$ cat config.mk
export PLATFORM = sky130hd
export DESIGN_NAME = la_core_top
export DESIGN_NICKNAME = d
export VERILOG_FILES = /design/src/source/la_pkg.sv /design/src/source/ex_bus_if.sv /design/src/source/inst_decoder.sv /design/src/source/reg_file.sv /design/src/source/alu.sv /design/src/source/pipe_ctrl.sv /design/src/source/exec_unit.sv /design/src/source/la_core_top.sv
export VERILOG_INCLUDE_DIRS = /design/src /design/src/source
export SDC_FILE = /design/constraint.sdc
export NUM_CORES = 2
export LEC_CHECK = 0
export ABC_AREA = 1
export BUFFER_PORTS_ARGS = -buffer_cell sky130_fd_sc_hd__buf_4
export CORE_ASPECT_RATIO = 1.5
export CORE_MARGIN = 4
export CORE_UTILIZATION = 25
export CTS_CLUSTER_DIAMETER = 100
export CTS_CLUSTER_SIZE = 24
export DETAILED_ROUTE_END_ITERATION = 6
export PLACE_DENSITY_LB_ADDON = 0.08
export SLEW_MARGIN = 20
export SYNTH_ARGS = -nofsm -noshare
export SYNTH_HDL_FRONTEND = slang
export SYNTH_SLANG_ARGS = --single-unit
$ cat constraint.sdc
create_clock -name i_clk -period 8.9 [get_ports i_clk]
set_input_delay 2.67 -clock i_clk [delete_from_list [all_inputs] [get_ports i_clk]]
set_output_delay 2.67 -clock i_clk [all_outputs]
set_load 0.01 [all_outputs]
$ cat src/source/la_cfg.svh
`ifndef LA_CFG_SVH
`define LA_CFG_SVH

// data path width
`define LA_XLEN 32

// general purpose register count
`define LA_NREG 32

// register index width
`define LA_RADDR_W 5

`endif

$ cat src/source/la_pkg.sv
`include "la_cfg.svh"

package la_pkg;

    typedef logic [`LA_XLEN-1:0] xlen_t;
    typedef logic [`LA_RADDR_W-1:0] reg_idx_t;

    //////////////////////////////////////////////////
    // instruction formats
    //////////////////////////////////////////////////

    typedef struct packed {
        logic [16:0] opcode;
        reg_idx_t    rk;
        reg_idx_t    rj;
        reg_idx_t    rd;
    } inst_3r_t;

    typedef struct packed {
        logic [9:0]  opcode;
        logic [11:0] imm12;
        reg_idx_t    rj;
        reg_idx_t    rd;
    } inst_2ri12_t;

    typedef struct packed {
        logic [6:0]  opcode;
        logic [19:0] imm20;
        reg_idx_t    rd;
    } inst_1ri20_t;

    typedef struct packed {
        logic [5:0]  opcode;
        logic [15:0] offs16;
        reg_idx_t    rj;
        reg_idx_t    rd;
    } inst_2ri16_t;

    // offs[15:0] sits above offs[25:16]
    typedef struct packed {
        logic [5:0]  opcode;
        logic [15:0] offs_lo;
        logic [9:0]  offs_hi;
    } inst_i26_t;

    typedef union packed {
        inst_3r_t    fmt_3r;
        inst_2ri12_t fmt_2ri12;
        inst_1ri20_t fmt_1ri20;
        inst_2ri16_t fmt_2ri16;
        inst_i26_t   fmt_i26;
    } inst_word_u;

    //////////////////////////////////////////////////
    // execute controls
    //////////////////////////////////////////////////

    // one-hot alu op, bit positions
    typedef logic [10:0] alu_op_t;
    localparam int ALU_ADD  = 0;
    localparam int ALU_SUB  = 1;
    localparam int ALU_SLT  = 2;
    localparam int ALU_SLTU = 3;
    localparam int ALU_AND  = 4;
    localparam int ALU_OR   = 5;
    localparam int ALU_NOR  = 6;
    localparam int ALU_XOR  = 7;
    localparam int ALU_SLL  = 8;
    localparam int ALU_SRL  = 9;
    localparam int ALU_SRA  = 10;

    typedef enum logic [3:0] {
        BR_NONE = 4'd0,
        BR_JIRL = 4'd3,
        BR_B    = 4'd4,
        BR_BL   = 4'd5,
        BR_BEQ  = 4'd6,
        BR_BNE  = 4'd7,
        BR_BLT  = 4'd8,
        BR_BGE  = 4'd9,
        BR_BLTU = 4'd10,
        BR_BGEU = 4'd11
    } br_type_e;

    typedef enum logic [1:0] {SRC1_RJ, SRC1_PC, SRC1_ZERO} src1_sel_e;
    typedef enum logic [1:0] {SRC2_RK, SRC2_IMM, SRC2_FOUR} src2_sel_e;

endpackage

$ cat src/source/ex_bus_if.sv
`timescale 1ns/1ps

interface ex_bus_if;

    la_pkg::xlen_t     pc;
    la_pkg::alu_op_t   alu_op;
    la_pkg::br_type_e  br_type;
    la_pkg::src1_sel_e src1_sel;
    la_pkg::src2_sel_e src2_sel;
    la_pkg::xlen_t     imm;
    la_pkg::reg_idx_t  rj;
    // rd for branches and stores, rk otherwise
    la_pkg::reg_idx_t  rk_or_rd;
    la_pkg::reg_idx_t  rd;
    logic              we;

    modport dec (
        output pc, alu_op, br_type, src1_sel, src2_sel,
        output imm, rj, rk_or_rd, rd, we
    );

    modport exe (
        input pc, alu_op, br_type, src1_sel, src2_sel,
        input imm, rj, rk_or_rd, rd, we
    );

endinterface

$ cat src/source/inst_decoder.sv
`timescale 1ns/1ps

module inst_decoder (
    input  la_pkg::inst_word_u i_inst,
    input  la_pkg::xlen_t      i_pc,
    output logic               o_lawful,
    ex_bus_if.dec              ex_bus
);

    logic add_hit, sub_hit, slt_hit, sltu_hit;
    logic and_hit, or_hit, nor_hit, xor_hit;
    logic sll_hit, srl_hit, sra_hit;
    logic slli_hit, srli_hit, srai_hit;
    logic addi_hit, slti_hit, sltui_hit;
    logic andi_hit, ori_hit, xori_hit;
    logic lu12i_hit, pcaddu12i_hit;
    logic beq_hit, bne_hit, blt_hit, bge_hit, bltu_hit, bgeu_hit;
    logic b_hit, bl_hit, jirl_hit;
    logic store_hit;

    // format groups
    logic r3_alu, imm_s12, imm_z12, imm_sh, imm_u20, br_cond;
    la_pkg::reg_idx_t rd_idx;

    //////////////////////////////////////////////////
    // opcode match
    //////////////////////////////////////////////////

    assign add_hit   = (i_inst.fmt_3r.opcode == 17'h00020);
    assign sub_hit   = (i_inst.fmt_3r.opcode == 17'h00022);
    assign slt_hit   = (i_inst.fmt_3r.opcode == 17'h00024);
    assign sltu_hit  = (i_inst.fmt_3r.opcode == 17'h00025);
    assign nor_hit   = (i_inst.fmt_3r.opcode == 17'h00028);
    assign and_hit   = (i_inst.fmt_3r.opcode == 17'h00029);
    assign or_hit    = (i_inst.fmt_3r.opcode == 17'h0002a);
    assign xor_hit   = (i_inst.fmt_3r.opcode == 17'h0002b);
    assign sll_hit   = (i_inst.fmt_3r.opcode == 17'h0002e);
    assign srl_hit   = (i_inst.fmt_3r.opcode == 17'h0002f);
    assign sra_hit   = (i_inst.fmt_3r.opcode == 17'h00030);
    // shift-by-immediate keeps ui5 in the rk slot
    assign slli_hit  = (i_inst.fmt_3r.opcode == 17'h00081);
    assign srli_hit  = (i_inst.fmt_3r.opcode == 17'h00089);
    assign srai_hit  = (i_inst.fmt_3r.opcode == 17'h00091);

    assign slti_hit  = (i_inst.fmt_2ri12.opcode == 10'h008);
    assign sltui_hit = (i_inst.fmt_2ri12.opcode == 10'h009);
    assign addi_hit  = (i_inst.fmt_2ri12.opcode == 10'h00a);
    assign andi_hit  = (i_inst.fmt_2ri12.opcode == 10'h00d);
    assign ori_hit   = (i_inst.fmt_2ri12.opcode == 10'h00e);
    assign xori_hit  = (i_inst.fmt_2ri12.opcode == 10'h00f);
    // st.b, st.h, st.w only steer the second read port
    assign store_hit = (i_inst.fmt_2ri12.opcode inside {10'h0a4, 10'h0a5, 10'h0a6});

    assign lu12i_hit     = (i_inst.fmt_1ri20.opcode == 7'h0a);
    assign pcaddu12i_hit = (i_inst.fmt_1ri20.opcode == 7'h0e);

    assign jirl_hit = (i_inst.fmt_2ri16.opcode == 6'h13);
    assign b_hit    = (i_inst.fmt_i26.opcode == 6'h14);
    assign bl_hit   = (i_inst.fmt_i26.opcode == 6'h15);
    assign beq_hit  = (i_inst.fmt_2ri16.opcode == 6'h16);
    assign bne_hit  = (i_inst.fmt_2ri16.opcode == 6'h17);
    assign blt_hit  = (i_inst.fmt_2ri16.opcode == 6'h18);
    assign bge_hit  = (i_inst.fmt_2ri16.opcode == 6'h19);
    assign bltu_hit = (i_inst.fmt_2ri16.opcode == 6'h1a);
    assign bgeu_hit = (i_inst.fmt_2ri16.opcode == 6'h1b);

    assign r3_alu  = add_hit | sub_hit | slt_hit | sltu_hit | and_hit | or_hit
                   | nor_hit | xor_hit | sll_hit | srl_hit | sra_hit;
    assign imm_s12 = addi_hit | slti_hit | sltui_hit;
    assign imm_z12 = andi_hit | ori_hit | xori_hit;
    assign imm_sh  = slli_hit | srli_hit | srai_hit;
    assign imm_u20 = lu12i_hit | pcaddu12i_hit;
    assign br_cond = beq_hit | bne_hit | blt_hit | bge_hit | bltu_hit | bgeu_hit;

    // loads, stores, mul/div and csr all land here as unlawful
    assign o_lawful = r3_alu | imm_s12 | imm_z12 | imm_sh | imm_u20 | br_cond
                    | b_hit | bl_hit | jirl_hit;

    //////////////////////////////////////////////////
    // bundle fields
    //////////////////////////////////////////////////

    always_comb begin
        if (imm_s12)
            ex_bus.imm = {{20{i_inst.fmt_2ri12.imm12[11]}}, i_inst.fmt_2ri12.imm12};
        else if (imm_z12)
            ex_bus.imm = {20'd0, i_inst.fmt_2ri12.imm12};
        else if (imm_sh)
            ex_bus.imm = {27'd0, i_inst.fmt_3r.rk};
        else if (imm_u20)
            ex_bus.imm = {i_inst.fmt_1ri20.imm20, 12'd0};
        else if (br_cond | jirl_hit)
            ex_bus.imm = {{14{i_inst.fmt_2ri16.offs16[15]}}, i_inst.fmt_2ri16.offs16, 2'b00};
        else if (b_hit | bl_hit)
            ex_bus.imm = {{4{i_inst.fmt_i26.offs_hi[9]}}, i_inst.fmt_i26.offs_hi,
                          i_inst.fmt_i26.offs_lo, 2'b00};
        else
            ex_bus.imm = '0;
    end

    always_comb begin
        ex_bus.alu_op = '0;
        ex_bus.alu_op[la_pkg::ALU_ADD]  = add_hit | addi_hit | imm_u20 | b_hit | bl_hit | jirl_hit;
        ex_bus.alu_op[la_pkg::ALU_SUB]  = sub_hit | beq_hit | bne_hit;
        ex_bus.alu_op[la_pkg::ALU_SLT]  = slt_hit | slti_hit | blt_hit | bge_hit;
        ex_bus.alu_op[la_pkg::ALU_SLTU] = sltu_hit | sltui_hit | bltu_hit | bgeu_hit;
        ex_bus.alu_op[la_pkg::ALU_AND]  = and_hit | andi_hit;
        ex_bus.alu_op[la_pkg::ALU_OR]   = or_hit | ori_hit;
        ex_bus.alu_op[la_pkg::ALU_NOR]  = nor_hit;
        ex_bus.alu_op[la_pkg::ALU_XOR]  = xor_hit | xori_hit;
        ex_bus.alu_op[la_pkg::ALU_SLL]  = sll_hit | slli_hit;
        ex_bus.alu_op[la_pkg::ALU_SRL]  = srl_hit | srli_hit;
        ex_bus.alu_op[la_pkg::ALU_SRA]  = sra_hit | srai_hit;
    end

    always_comb begin
        if (beq_hit)       ex_bus.br_type = la_pkg::BR_BEQ;
        else if (bne_hit)  ex_bus.br_type = la_pkg::BR_BNE;
        else if (blt_hit)  ex_bus.br_type = la_pkg::BR_BLT;
        else if (bge_hit)  ex_bus.br_type = la_pkg::BR_BGE;
        else if (bltu_hit) ex_bus.br_type = la_pkg::BR_BLTU;
        else if (bgeu_hit) ex_bus.br_type = la_pkg::BR_BGEU;
        else if (b_hit)    ex_bus.br_type = la_pkg::BR_B;
        else if (bl_hit)   ex_bus.br_type = la_pkg::BR_BL;
        else if (jirl_hit) ex_bus.br_type = la_pkg::BR_JIRL;
        else               ex_bus.br_type = la_pkg::BR_NONE;
    end

    // jumps run pc + 4 through the alu for the link value
    always_comb begin
        if (b_hit | bl_hit | jirl_hit | pcaddu12i_hit)
            ex_bus.src1_sel = la_pkg::SRC1_PC;
        else if (lu12i_hit)
            ex_bus.src1_sel = la_pkg::SRC1_ZERO;
        else
            ex_bus.src1_sel = la_pkg::SRC1_RJ;
        if (imm_s12 | imm_z12 | imm_sh | imm_u20)
            ex_bus.src2_sel = la_pkg::SRC2_IMM;
        else if (b_hit | bl_hit | jirl_hit)
            ex_bus.src2_sel = la_pkg::SRC2_FOUR;
        else
            ex_bus.src2_sel = la_pkg::SRC2_RK;
    end

    assign rd_idx          = bl_hit ? la_pkg::reg_idx_t'(1) : i_inst.fmt_3r.rd;
    assign ex_bus.pc       = i_pc;
    assign ex_bus.rj       = i_inst.fmt_3r.rj;
    assign ex_bus.rk_or_rd = (store_hit | br_cond) ? i_inst.fmt_3r.rd : i_inst.fmt_3r.rk;
    assign ex_bus.rd       = rd_idx;
    // r0 never gets a live we, so bypass needs no r0 check
    assign ex_bus.we       = (rd_idx != '0) & ~(br_cond | b_hit) & ~store_hit;

endmodule

$ cat src/source/reg_file.sv
`timescale 1ns/1ps

`include "la_cfg.svh"

module reg_file (
    input  logic             i_clk,
    input  logic             i_reset,
    input  la_pkg::reg_idx_t i_raddr1,
    input  la_pkg::reg_idx_t i_raddr2,
    output la_pkg::xlen_t    o_rdata1,
    output la_pkg::xlen_t    o_rdata2,
    input  logic             i_we,
    input  la_pkg::reg_idx_t i_waddr,
    input  la_pkg::xlen_t    i_wdata
);

    la_pkg::xlen_t regs [`LA_NREG];

    // r0 stays at its reset value
    always_ff @(posedge i_clk) begin
        if (i_reset) begin
            for (int i = 0; i < `LA_NREG; i++) begin
                regs[i] <= '0;
            end
        end else if (i_we && i_waddr != '0) begin
            regs[i_waddr] <= i_wdata;
        end
    end

    // no internal bypass, the execute stage handles it
    assign o_rdata1 = regs[i_raddr1];
    assign o_rdata2 = regs[i_raddr2];

endmodule

$ cat src/source/alu.sv
`timescale 1ns/1ps

module alu (
    input  la_pkg::alu_op_t i_op,
    input  la_pkg::xlen_t   i_a,
    input  la_pkg::xlen_t   i_b,
    output la_pkg::xlen_t   o_result
);

    la_pkg::xlen_t sum;
    la_pkg::xlen_t diff;
    logic [4:0]    shamt;
    logic          lt_s;
    logic          lt_u;

    assign sum   = i_a + i_b;
    assign diff  = i_a - i_b;
    assign shamt = i_b[4:0];
    assign lt_s  = $signed(i_a) < $signed(i_b);
    assign lt_u  = i_a < i_b;

    // op is one-hot; an all-zero op gives zero
    always_comb begin
        case (1'b1)
            i_op[la_pkg::ALU_ADD]:  o_result = sum;
            i_op[la_pkg::ALU_SUB]:  o_result = diff;
            i_op[la_pkg::ALU_SLT]:  o_result = {31'd0, lt_s};
            i_op[la_pkg::ALU_SLTU]: o_result = {31'd0, lt_u};
            i_op[la_pkg::ALU_AND]:  o_result = i_a & i_b;
            i_op[la_pkg::ALU_OR]:   o_result = i_a | i_b;
            i_op[la_pkg::ALU_NOR]:  o_result = ~(i_a | i_b);
            i_op[la_pkg::ALU_XOR]:  o_result = i_a ^ i_b;
            i_op[la_pkg::ALU_SLL]:  o_result = i_a << shamt;
            i_op[la_pkg::ALU_SRL]:  o_result = i_a >> shamt;
            i_op[la_pkg::ALU_SRA]:  o_result = la_pkg::xlen_t'($signed(i_a) >>> shamt);
            default:                o_result = '0;
        endcase
    end

endmodule

$ cat src/source/pipe_ctrl.sv
`timescale 1ns/1ps

module pipe_ctrl (
    input  logic             i_clk,
    input  logic             i_reset,
    input  logic             i_valid,
    input  logic             i_lawful,
    ex_bus_if.exe            ex_bus,
    input  logic             i_ex_redirect,
    input  la_pkg::reg_idx_t i_ex_rd,
    input  logic             i_ex_we,
    output logic             o_ex_load,
    output logic             o_fwd1,
    output logic             o_fwd2,
    output logic             o_illegal
);

    logic accept;

    // a taken branch in execute kills the word now at the input
    assign accept    = i_valid & ~i_ex_redirect;
    assign o_ex_load = accept & i_lawful;

    // illegal pulse shares the result slot timing of the execute stage
    always_ff @(posedge i_clk) begin
        if (i_reset) begin
            o_illegal <= 1'b0;
        end else begin
            o_illegal <= accept & ~i_lawful;
        end
    end

    //////////////////////////////////////////////////
    // bypass from the instruction in execute
    //////////////////////////////////////////////////

    // i_ex_we already includes stage valid and rd != r0
    assign o_fwd1 = i_ex_we & (ex_bus.rj == i_ex_rd);
    assign o_fwd2 = i_ex_we & (ex_bus.rk_or_rd == i_ex_rd);

endmodule

$ cat src/source/exec_unit.sv
`timescale 1ns/1ps

module exec_unit (
    input  logic             i_clk,
    input  logic             i_reset,
    input  logic             i_load,
    input  logic             i_fwd1,
    input  logic             i_fwd2,
    input  la_pkg::xlen_t    i_rdata1,
    input  la_pkg::xlen_t    i_rdata2,
    ex_bus_if.exe            ex_bus,
    output la_pkg::xlen_t    o_alu_a,
    output la_pkg::xlen_t    o_alu_b,
    output la_pkg::alu_op_t  o_alu_op,
    input  la_pkg::xlen_t    i_alu_result,
    output logic             o_redirect,
    output la_pkg::xlen_t    o_redirect_pc,
    output la_pkg::reg_idx_t o_ex_rd,
    output logic             o_ex_we,
    output logic             o_wb_valid,
    output la_pkg::reg_idx_t o_wb_rd,
    output la_pkg::xlen_t    o_wb_data
);

    logic              ex_valid;
    la_pkg::xlen_t     ex_pc;
    la_pkg::alu_op_t   ex_alu_op;
    la_pkg::br_type_e  ex_br_type;
    la_pkg::src1_sel_e ex_src1_sel;
    la_pkg::src2_sel_e ex_src2_sel;
    la_pkg::xlen_t     ex_imm;
    la_pkg::reg_idx_t  ex_rd;
    logic              ex_we;
    la_pkg::xlen_t     ex_op1;
    la_pkg::xlen_t     ex_op2;
    logic              taken;
    la_pkg::xlen_t     target_base;

    //////////////////////////////////////////////////
    // stage register
    //////////////////////////////////////////////////

    always_ff @(posedge i_clk) begin
        if (i_reset) begin
            ex_valid <= 1'b0;
        end else begin
            ex_valid <= i_load;
        end
    end

    // operands pick up the result still in flight
    always_ff @(posedge i_clk) begin
        if (i_load) begin
            ex_pc       <= ex_bus.pc;
            ex_alu_op   <= ex_bus.alu_op;
            ex_br_type  <= ex_bus.br_type;
            ex_src1_sel <= ex_bus.src1_sel;
            ex_src2_sel <= ex_bus.src2_sel;
            ex_imm      <= ex_bus.imm;
            ex_rd       <= ex_bus.rd;
            ex_we       <= ex_bus.we;
            ex_op1      <= i_fwd1 ? i_alu_result : i_rdata1;
            ex_op2      <= i_fwd2 ? i_alu_result : i_rdata2;
        end
    end

    always_comb begin
        case (ex_src1_sel)
            la_pkg::SRC1_PC:   o_alu_a = ex_pc;
            la_pkg::SRC1_ZERO: o_alu_a = '0;
            default:           o_alu_a = ex_op1;
        endcase
        case (ex_src2_sel)
            la_pkg::SRC2_IMM:  o_alu_b = ex_imm;
            la_pkg::SRC2_FOUR: o_alu_b = 32'd4;
            default:           o_alu_b = ex_op2;
        endcase
    end

    assign o_alu_op = ex_alu_op;

    //////////////////////////////////////////////////
    // branch resolve
    //////////////////////////////////////////////////

    // compares come from sub, slt or sltu in the alu
    always_comb begin
        case (ex_br_type)
            la_pkg::BR_JIRL, la_pkg::BR_B, la_pkg::BR_BL: taken = 1'b1;
            la_pkg::BR_BEQ:                  taken = (i_alu_result == '0);
            la_pkg::BR_BNE:                  taken = (i_alu_result != '0);
            la_pkg::BR_BLT, la_pkg::BR_BLTU: taken = i_alu_result[0];
            la_pkg::BR_BGE, la_pkg::BR_BGEU: taken = ~i_alu_result[0];
            default:                         taken = 1'b0;
        endcase
    end

    assign target_base   = (ex_br_type == la_pkg::BR_JIRL) ? ex_op1 : ex_pc;
    assign o_redirect_pc = target_base + ex_imm;
    assign o_redirect    = ex_valid & taken;

    // link value pc + 4 also comes out of the alu
    assign o_ex_rd    = ex_rd;
    assign o_ex_we    = ex_valid & ex_we;
    assign o_wb_valid = ex_valid & ex_we;
    assign o_wb_rd    = ex_rd;
    assign o_wb_data  = i_alu_result;

endmodule

$ cat src/source/la_core_top.sv
`timescale 1ns/1ps

module la_core_top (
    input  logic             i_clk,
    input  logic             i_reset,
    input  logic             i_valid,
    input  la_pkg::xlen_t    i_inst,
    input  la_pkg::xlen_t    i_pc,
    output logic             o_wb_valid,
    output la_pkg::reg_idx_t o_wb_rd,
    output la_pkg::xlen_t    o_wb_data,
    output logic             o_redirect,
    output la_pkg::xlen_t    o_redirect_pc,
    output logic             o_illegal
);

    logic             lawful;
    logic             ex_load;
    logic             fwd1;
    logic             fwd2;
    logic             ex_we;
    la_pkg::reg_idx_t ex_rd;
    la_pkg::xlen_t    rdata1;
    la_pkg::xlen_t    rdata2;
    la_pkg::xlen_t    alu_a;
    la_pkg::xlen_t    alu_b;
    la_pkg::alu_op_t  alu_op;
    la_pkg::xlen_t    alu_result;

    ex_bus_if ex_bus ();

    //////////////////////////////////////////////////
    // decode and register read
    //////////////////////////////////////////////////

    inst_decoder u_dec (
        .i_inst   (i_inst),
        .i_pc     (i_pc),
        .o_lawful (lawful),
        .ex_bus   (ex_bus.dec)
    );

    reg_file u_rf (
        .i_clk    (i_clk),
        .i_reset  (i_reset),
        .i_raddr1 (ex_bus.rj),
        .i_raddr2 (ex_bus.rk_or_rd),
        .o_rdata1 (rdata1),
        .o_rdata2 (rdata2),
        .i_we     (o_wb_valid),
        .i_waddr  (o_wb_rd),
        .i_wdata  (o_wb_data)
    );

    pipe_ctrl u_ctrl (
        .i_clk         (i_clk),
        .i_reset       (i_reset),
        .i_valid       (i_valid),
        .i_lawful      (lawful),
        .ex_bus        (ex_bus.exe),
        .i_ex_redirect (o_redirect),
        .i_ex_rd       (ex_rd),
        .i_ex_we       (ex_we),
        .o_ex_load     (ex_load),
        .o_fwd1        (fwd1),
        .o_fwd2        (fwd2),
        .o_illegal     (o_illegal)
    );

    //////////////////////////////////////////////////
    // execute
    //////////////////////////////////////////////////

    exec_unit u_exe (
        .i_clk         (i_clk),
        .i_reset       (i_reset),
        .i_load        (ex_load),
        .i_fwd1        (fwd1),
        .i_fwd2        (fwd2),
        .i_rdata1      (rdata1),
        .i_rdata2      (rdata2),
        .ex_bus        (ex_bus.exe),
        .o_alu_a       (alu_a),
        .o_alu_b       (alu_b),
        .o_alu_op      (alu_op),
        .i_alu_result  (alu_result),
        .o_redirect    (o_redirect),
        .o_redirect_pc (o_redirect_pc),
        .o_ex_rd       (ex_rd),
        .o_ex_we       (ex_we),
        .o_wb_valid    (o_wb_valid),
        .o_wb_rd       (o_wb_rd),
        .o_wb_data     (o_wb_data)
    );

    alu u_alu (
        .i_op     (alu_op),
        .i_a      (alu_a),
        .i_b      (alu_b),
        .o_result (alu_result)
    );

endmodule

## Yosys cells after proc, flatten, opt, wreduce, memory -nomap -nowiden

Memories as Yosys holds them, arrays and structs flattened.
Index checks and enable logic that the tools add are counted.

| cells by class | value |
|---|---|
| add/subtract/negate cells | 3 |
| order comparisons | 2 |
| eq/ne operators | 49 |
| shifts and indexed selects | 3 |
| multiplexer cells | 43 |
| bitwise gates (word level) | 76 |
| reductions and logical operators | 11 |

Operators with widths:

| cell | count |
|---|---|
| $mux W32 | 21 |
| $eq A17 B6 Y1 const B | 11 |
| $pmux W32 S2 | 2 |
| $add A32 B32 Y32 | 2 |
| $lt A32 B32 Y1 | 2 |
| $eq A10 B4 Y1 const B | 6 |
| $or A1 B1 Y1 | 58 |
| $eq A6 B5 Y1 const B | 9 |
| $eq A17 B8 Y1 const B | 3 |
| $and A32 B32 Y32 | 1 |
| $logic_not A32 Y1 | 1 |
| $not A32 Y32 | 1 |
| $or A32 B32 Y32 | 1 |
| $reduce_bool A32 Y1 | 1 |
| $reduce_or A32 Y1 | 1 |
| $shl A32 B5 Y32 | 1 |
| $shr A32 B5 Y32 | 1 |
| $sshr A32 B5 Y32 | 1 |
| $sub A32 B32 Y32 | 1 |
| $xor A32 B32 Y32 | 1 |
| $eq A10 B8 Y1 const B | 3 |
| $mux W4 | 6 |
| $eq A4 B3 Y1 const B | 4 |
| $eq A4 B4 Y1 const B | 4 |
| other kinds (16) | 45 |

| word-level totals | value |
|---|---|
| register bits | 155 |
| memory bits (writable) | 1024 |
| input bits | 67 |
| output and inout bits | 72 |
| word-level logic and storage cells | 201 |
| memories | 1 |

Memories:

| memory | depth | bits a word | rd ports | clocked after memory_dff | wr ports | line | source |
|---|---|---|---|---|---|---|---|
| u_rf.regs | 32 | 32 | 2 | 0 | 32 | reg_file.sv:17 | `` la_pkg::xlen_t regs [`LA_NREG]; `` |

## Logic depth before layout (Yosys ltp)

| depth | value |
|---|---|
| depth in word-level cells | 21 |
| depth in mapped cells | 37 |
| gate-level depth less buffers | 34 |

## By module

A second synthesis with hierarchy kept.

| unflattened totals | value |
|---|---|
| cells, all modules | 10796 |
| area, all modules | 78611.6 um^2 |

Modules (own cells, without submodules):

| module | times used | cells an instance | area an instance (um^2) | sequential area each (um^2) |
|---|---|---|---|---|
| reg_file | 1 | 7191 | 56678.1 | 30749.5 |
| alu | 1 | 2150 | 10580.1 | 0.0 |
| exec_unit | 1 | 1075 | 9430.3 | 4614.4 |
| inst_decoder | 1 | 324 | 1685.4 | 0.0 |
| pipe_ctrl | 1 | 56 | 237.7 | 20.0 |

## Least setup slack after synthesis

Ideal clock, no wire load.

| timing path | value |
|---|---|
| kind | input -> register |
| start point | input port i_inst[27] |
| end point | register u_exe.ex_br_type[0], enable pin |
| setup time | 0.506 ns |
| arrival | 7.116 ns |
| required time | 8.394 ns |
| setup slack | 1.278 ns |
| stages on the path | 14 |
| buffers on the path | 1 |
| path through | clkbuf_1 > nor2_1 > nand2_1 > nor2_1 > nand3_1 > nor3_1 > nand4_1 > nand3_1 > nor2_1 > nand2_1 > inv_1 > nand2_1 > nand3_1 > inv_1 |

| between the ends | value |
|---|---|
| word-level cells in the longest chain between the ends | 20 |
| elaborated cells on any way between the ends | 62 |
| those cells by class | eq/ne: 31; bitwise: 31 |

Ends and longest elaborated chain:

| element | line | source |
|---|---|---|
| start, declared | la_core_top.sv:7 | `input la_pkg::xlen_t i_inst,` |
| $eq A17 B6 Y1, on equally long branches | inst_decoder.sv:29, inst_decoder.sv:30 |  |
| $or A1 B1 Y1 (5 in series) | inst_decoder.sv:67 | `assign r3_alu = add_hit \| sub_hit \| slt_hit \| sltu_hit \| and_hit \| or_hit` |
| $or A1 B1 Y1 (5 in series) | inst_decoder.sv:68 | `\| nor_hit \| xor_hit \| sll_hit \| srl_hit \| sra_hit;` |
| $or A1 B1 Y1 (5 in series) | inst_decoder.sv:76 | `assign o_lawful = r3_alu \| imm_s12 \| imm_z12 \| imm_sh \| imm_u20 \| br_cond` |
| $or A1 B1 Y1 (2 in series) | inst_decoder.sv:77 | `\| b_hit \| bl_hit \| jirl_hit;` |
| $or A1 B1 Y1 (*) | inst_decoder.sv:77 |  |
| $and A1 B1 Y1 (*) | pipe_ctrl.sv:22 | `assign o_ex_load = accept & i_lawful;` |
| named net ex_load | la_core_top.sv:18 | `logic ex_load;` |
| end signal, assigned | exec_unit.sv:56 | `ex_br_type <= ex_bus.br_type;` |
| end, declared | exec_unit.sv:28 | `la_pkg::br_type_e ex_br_type;` |

The timed path passes the listed nets; every way through them passes the cells marked *.
A chain may end at the register's enable or synchronous reset.

## Worst setup path after layout

| timing path | value |
|---|---|
| start point | register u_exe.ex_src2_sel[1] |
| end point | output port o_redirect |

| between the ends | value |
|---|---|
| word-level cells in the longest chain between the ends | 17 |
| elaborated cells on any way between the ends | 30 |
| those cells by class | add/sub: 2; order compare: 2; eq/ne: 2; shift: 3; mux: 13; bitwise: 6; reduce/logical: 2 |

Ends and longest elaborated chain:

| element | line | source |
|---|---|---|
| start, declared | exec_unit.sv:30 | `la_pkg::src2_sel_e ex_src2_sel;` |
| start signal, assigned | exec_unit.sv:58 | `ex_src2_sel <= ex_bus.src2_sel;` |
| $eq A2 B2 Y1 or $eq A2 B1 Y1 (tied branches) | exec_unit.sv:73 | `case (ex_src2_sel)` |
| $pmux W32 S2 (*) | exec_unit.sv:73 |  |
| $sshr A32 B5 Y32 | alu.sv:35 | `i_op[la_pkg::ALU_SRA]: o_result = la_pkg::xlen_t'($signed(i_a) >>> shamt);` |
| $mux W32 (10 in series) | alu.sv:24 | `case (1'b1)` |
| $mux W32 (*) | alu.sv:24 |  |
| $reduce_bool A32 Y1 (tied with other cells) | exec_unit.sv:91 | `la_pkg::BR_BNE: taken = (i_alu_result != '0);` |
| $pmux W1 S5 (*) | exec_unit.sv:88 | `case (ex_br_type)` |
| $and A1 B1 Y1 (*) | exec_unit.sv:100 | `assign o_redirect = ex_valid & taken;` |
| end, declared | la_core_top.sv:12 | `output logic o_redirect,` |

Mark *: on every way between the ends. The rest lies on a longest branch, timed or not.

==> results.yml <==
clocking:
  cts_buffer_depth: 3
  htree_num_levels: 2
  cts_sinks: 1179
  cts_tree: "yes"
  numCtsBuffers: 58
  insertion_delay_ns: 0.80
  clk_pin_slew_worst_paths_ns: 0.11
  cts_root_buf: "clkbuf_16"
yosys:
  yosys_warnings: 0
  synth_ff_type: "edfxtp_1"
  syn_area_um2: 72500
  ys_seq_area_share_pct: 48.8
  netlist.top_cell.by_area: "edfxtp_1"
  ys_ff_latch: 1179
  synth-edff-count: 1177
  ys_types: 60
  synth_common_cells: "nor2_1 (2,209), o21ai_0 (1,266), edfxtp_1 (1,177), nand2_1 (1,137), clkbuf_1 (678)"
  syn_avg_cell_area_um2: 8.07
  synth.area.top_cells: "edfxtp_1 (49%), nor2_1 (11%), o21ai_0 (8.7%)"
  yosysTopAreaCellShare_pct: 48.7
  post-synth-top-count-cell: "nor2_1"
  synth_cells: 8986
  ys_async_sr_fraction_pct: 0
power:
  p_leak_nw: 29.3
  powerDensity_nw_per_um2: 149
  finalPower_mw: 12.0
  ir_drop_uv: 182
cells_and_area:
  nFillCells: 30500
  final_area_um2: 80200
  area_growth_pct: 10.6
  drive_above_1_share_pct: 8.06
  fin_nets: 8942
  final_util_pct: 27.9
critical_path:
  cp-start-kind: "flip-flop"
  worstPathMaxFanout: 15
  ff2ff_path_depth: 33
  worstSetupEndpointType: "primary output"
  regToRegStartpoint: "u_exe.ex_src2_sel[1]"
  cp_common_cell: "nand2_1"
  required_ns: 6.23
  cp_slowest_cell: "edfxtp_1"
  ff2ff_setup_slack_ns: 2.30
  arrival_ns: 6.12
  worstReg2RegEnd: "u_exe.ex_op2[16]"
  cp_slowest_stage_delay_ns: 0.40
  crit_path_start: "u_exe.ex_src2_sel[1]"
  path_class: "reg -> out"
detailed_routing:
  detail-route-antenna-nets: 0
  routed_wl_mm: 418
  drtIter0Drc: 7489
  drcViolationCount: 0
  wl_per_cell_um: 33.4
  dr.pass1.iters: 6
  vias_per_cell: 5.64
  num_vias: 70600
hold_path:
  hold_end: "u_ctrl.o_illegal"
  hp-class: "reg -> reg"
  hold_depth: 4
  min_from: "u_exe.ex_valid"
placement:
  hpwl_mm: 280
  gp_congestion: 0.952
  io_buffers: 138
  place_area_um2: 78400
floorplan:
  start_util_pct: 25.2
  die-width_um: 448
  boundaryPins: 139
  die_area_um2: 299000
  die_y_um: 668
  core_region_area_um2: 288000
  rows: 241
timing:
  fin_hold_ws_ns: 0.696
  setup_viol: 0
  slew_viol_final: 0
  period_minus_slack_ns: 8.79
  fin_skew_ns: 0.0861
  grt_setup_unrepaired: "yes"
  clock.fmax_mhz: 114
  tns_ns: 0
  tightest_slew_ns: 1.16
  fin_crit_sh_pct: 98.7
  max_slew_margin_pct: 22.3
  hold_viol: 0
job:
  drv_cap: 0
grt:
  grt_pass1_wl_mm: 567
  grtUsageTotal_pct: 26.9
  grt_overflow: 0
  antenna_found_initial: 12
  grt_max_degree: 145
  grt_pass1_vias: 69100
run_status:
  outcome: "finished clean"
## layout by cell type (no fill, tap or decap), types with 8 or more instances in the layout
| cell | n |
|---|---|
| nand3_1 | 533 |
| xor2_1 | 34 |
| nor3_1 | 42 |
| o21ai_1 | 50 |
| ha_1 | 127 |
| o21ai_0 | 1262 |
| o221ai_1 | 358 |
| a22oi_1 | 24 |
| xnor2_1 | 12 |
| a21oi_1 | 382 |
| or2_2 | 8 |
| conb_1 | 32 |
| a32o_1 | 31 |
| a31oi_1 | 20 |
| inv_1 | 360 |
| o211ai_1 | 93 |
| clkbuf_1 | 9 |
| nand2_1 | 1063 |
| nand4_1 | 27 |
| buf_12 | 37 |
| nor2_1 | 2207 |
| buf_4 | 417 |
| o21bai_1 | 10 |
| clkbuf_16 | 58 |
| inv_2 | 21 |
| o21ai_2 | 12 |
| nand2_2 | 83 |
| o22ai_1 | 147 |
| o311ai_0 | 8 |
| edfxtp_1 | 1177 |
## cell type report
cell class	instances	area [µm²]	area share, %
diodes	5	12.5	0.0156
clock buffers	68	1500	1.87
clock inverters	10	164	0.204
inverters	395	1540	1.92
multi-input cells	6647	33000	41.1
flip-flops and latches	1179	35400	44.1
well taps	3766	4710	5.87
repair buffers	459	3930	4.90
repair inverters	1	5.00	0.00624
## registers in the layout, indices dropped and copies added (netlist names), 2 cells and up
name               flops
u_rf.regs           1024
u_exe.ex_imm          32
u_exe.ex_op1          32
u_exe.ex_op2          32
u_exe.ex_pc           32
u_exe.o_alu_op        11
u_exe.o_ex_rd          5
u_exe.ex_br_type       4
u_exe.ex_src1_sel      2
u_exe.ex_src2_sel      2
## repair_timing
item / CTS / global route
hold buffers: 0 / 0
buffers inserted: 1 / 5
setup endpoints to repair: 1 / 4
hold endpoints to repair: 0 / 0
cloned: 0 / 1
pin swaps: 2 / 2
resized for setup: 12 / 21
## logic make-up (layout without fill, tap and decap cells)
family	count (synthesis)	count (layout)	synth area share, %
and+or+nand+nor	3992	3992	21.9
AOI/OAI and AO/OA	2443	2443	19.9
buffers and inverters	1191	933	6.43
DFF	1179	1179	48.8
adders and majority gates	134	134	2.34
xor gates and xnor gates	46	46	0.556
other	1	37	0.00517
## stage by stage
step	setup slack [ns]	instances
after floorplan	1.28	9017
after global placement	0.532	12400
after detailed placement	0.548	12400
after CTS	0.0184	12500
after global routing	-0.0540	12500
final	0.114	12500
## metal layers
| metal | up-vias | routed length, µm | global-route usage (%) |
|---|---|---|---|
| li1 | 30800 | - | - |
| met1 | 35500 | 155000 | 30.8 |
| met2 | 3364 | 209000 | 48.0 |
| met3 | 899 | 22600 | 2.72 |
| met4 | 6 | 31300 | 16.8 |
| met5 | - | 47 | 0 |
## power breakdown
group / switching [mW] / total, mW / internal [mW] / leakage, nW
sequential: 0.107 / 6.37 / 6.26 / 12.4
clock: 2.06 / 3.29 / 1.23 / 0.806
combinational: 1.73 / 2.31 / 0.576 / 16.1
total: 3.90 / 12.0 / 8.07 / 29.3
## worst max path at each step
stage                     endpoint  slack [ns]  cells after the start
2_1_floorplan  u_exe.ex_br_type[0]        1.28                     14
3_3_place_gp            o_redirect        0.53                     32
3_5_place_dp            o_redirect        0.55                     31
4_1_cts                 o_redirect        0.02                     28
5_1_grt                 o_redirect       -0.05                     35
6_report                o_redirect        0.11                     31
## critical path: cells and delay by family (launching register included)
kind	cells	cell delay, ns
simple gates	13	1.65
flops	1	0.40
buf+inv	9	1.26
fa+ha+maj	2	0.71
compound gates	7	1.31
Power figures use the tool's default switching activity.
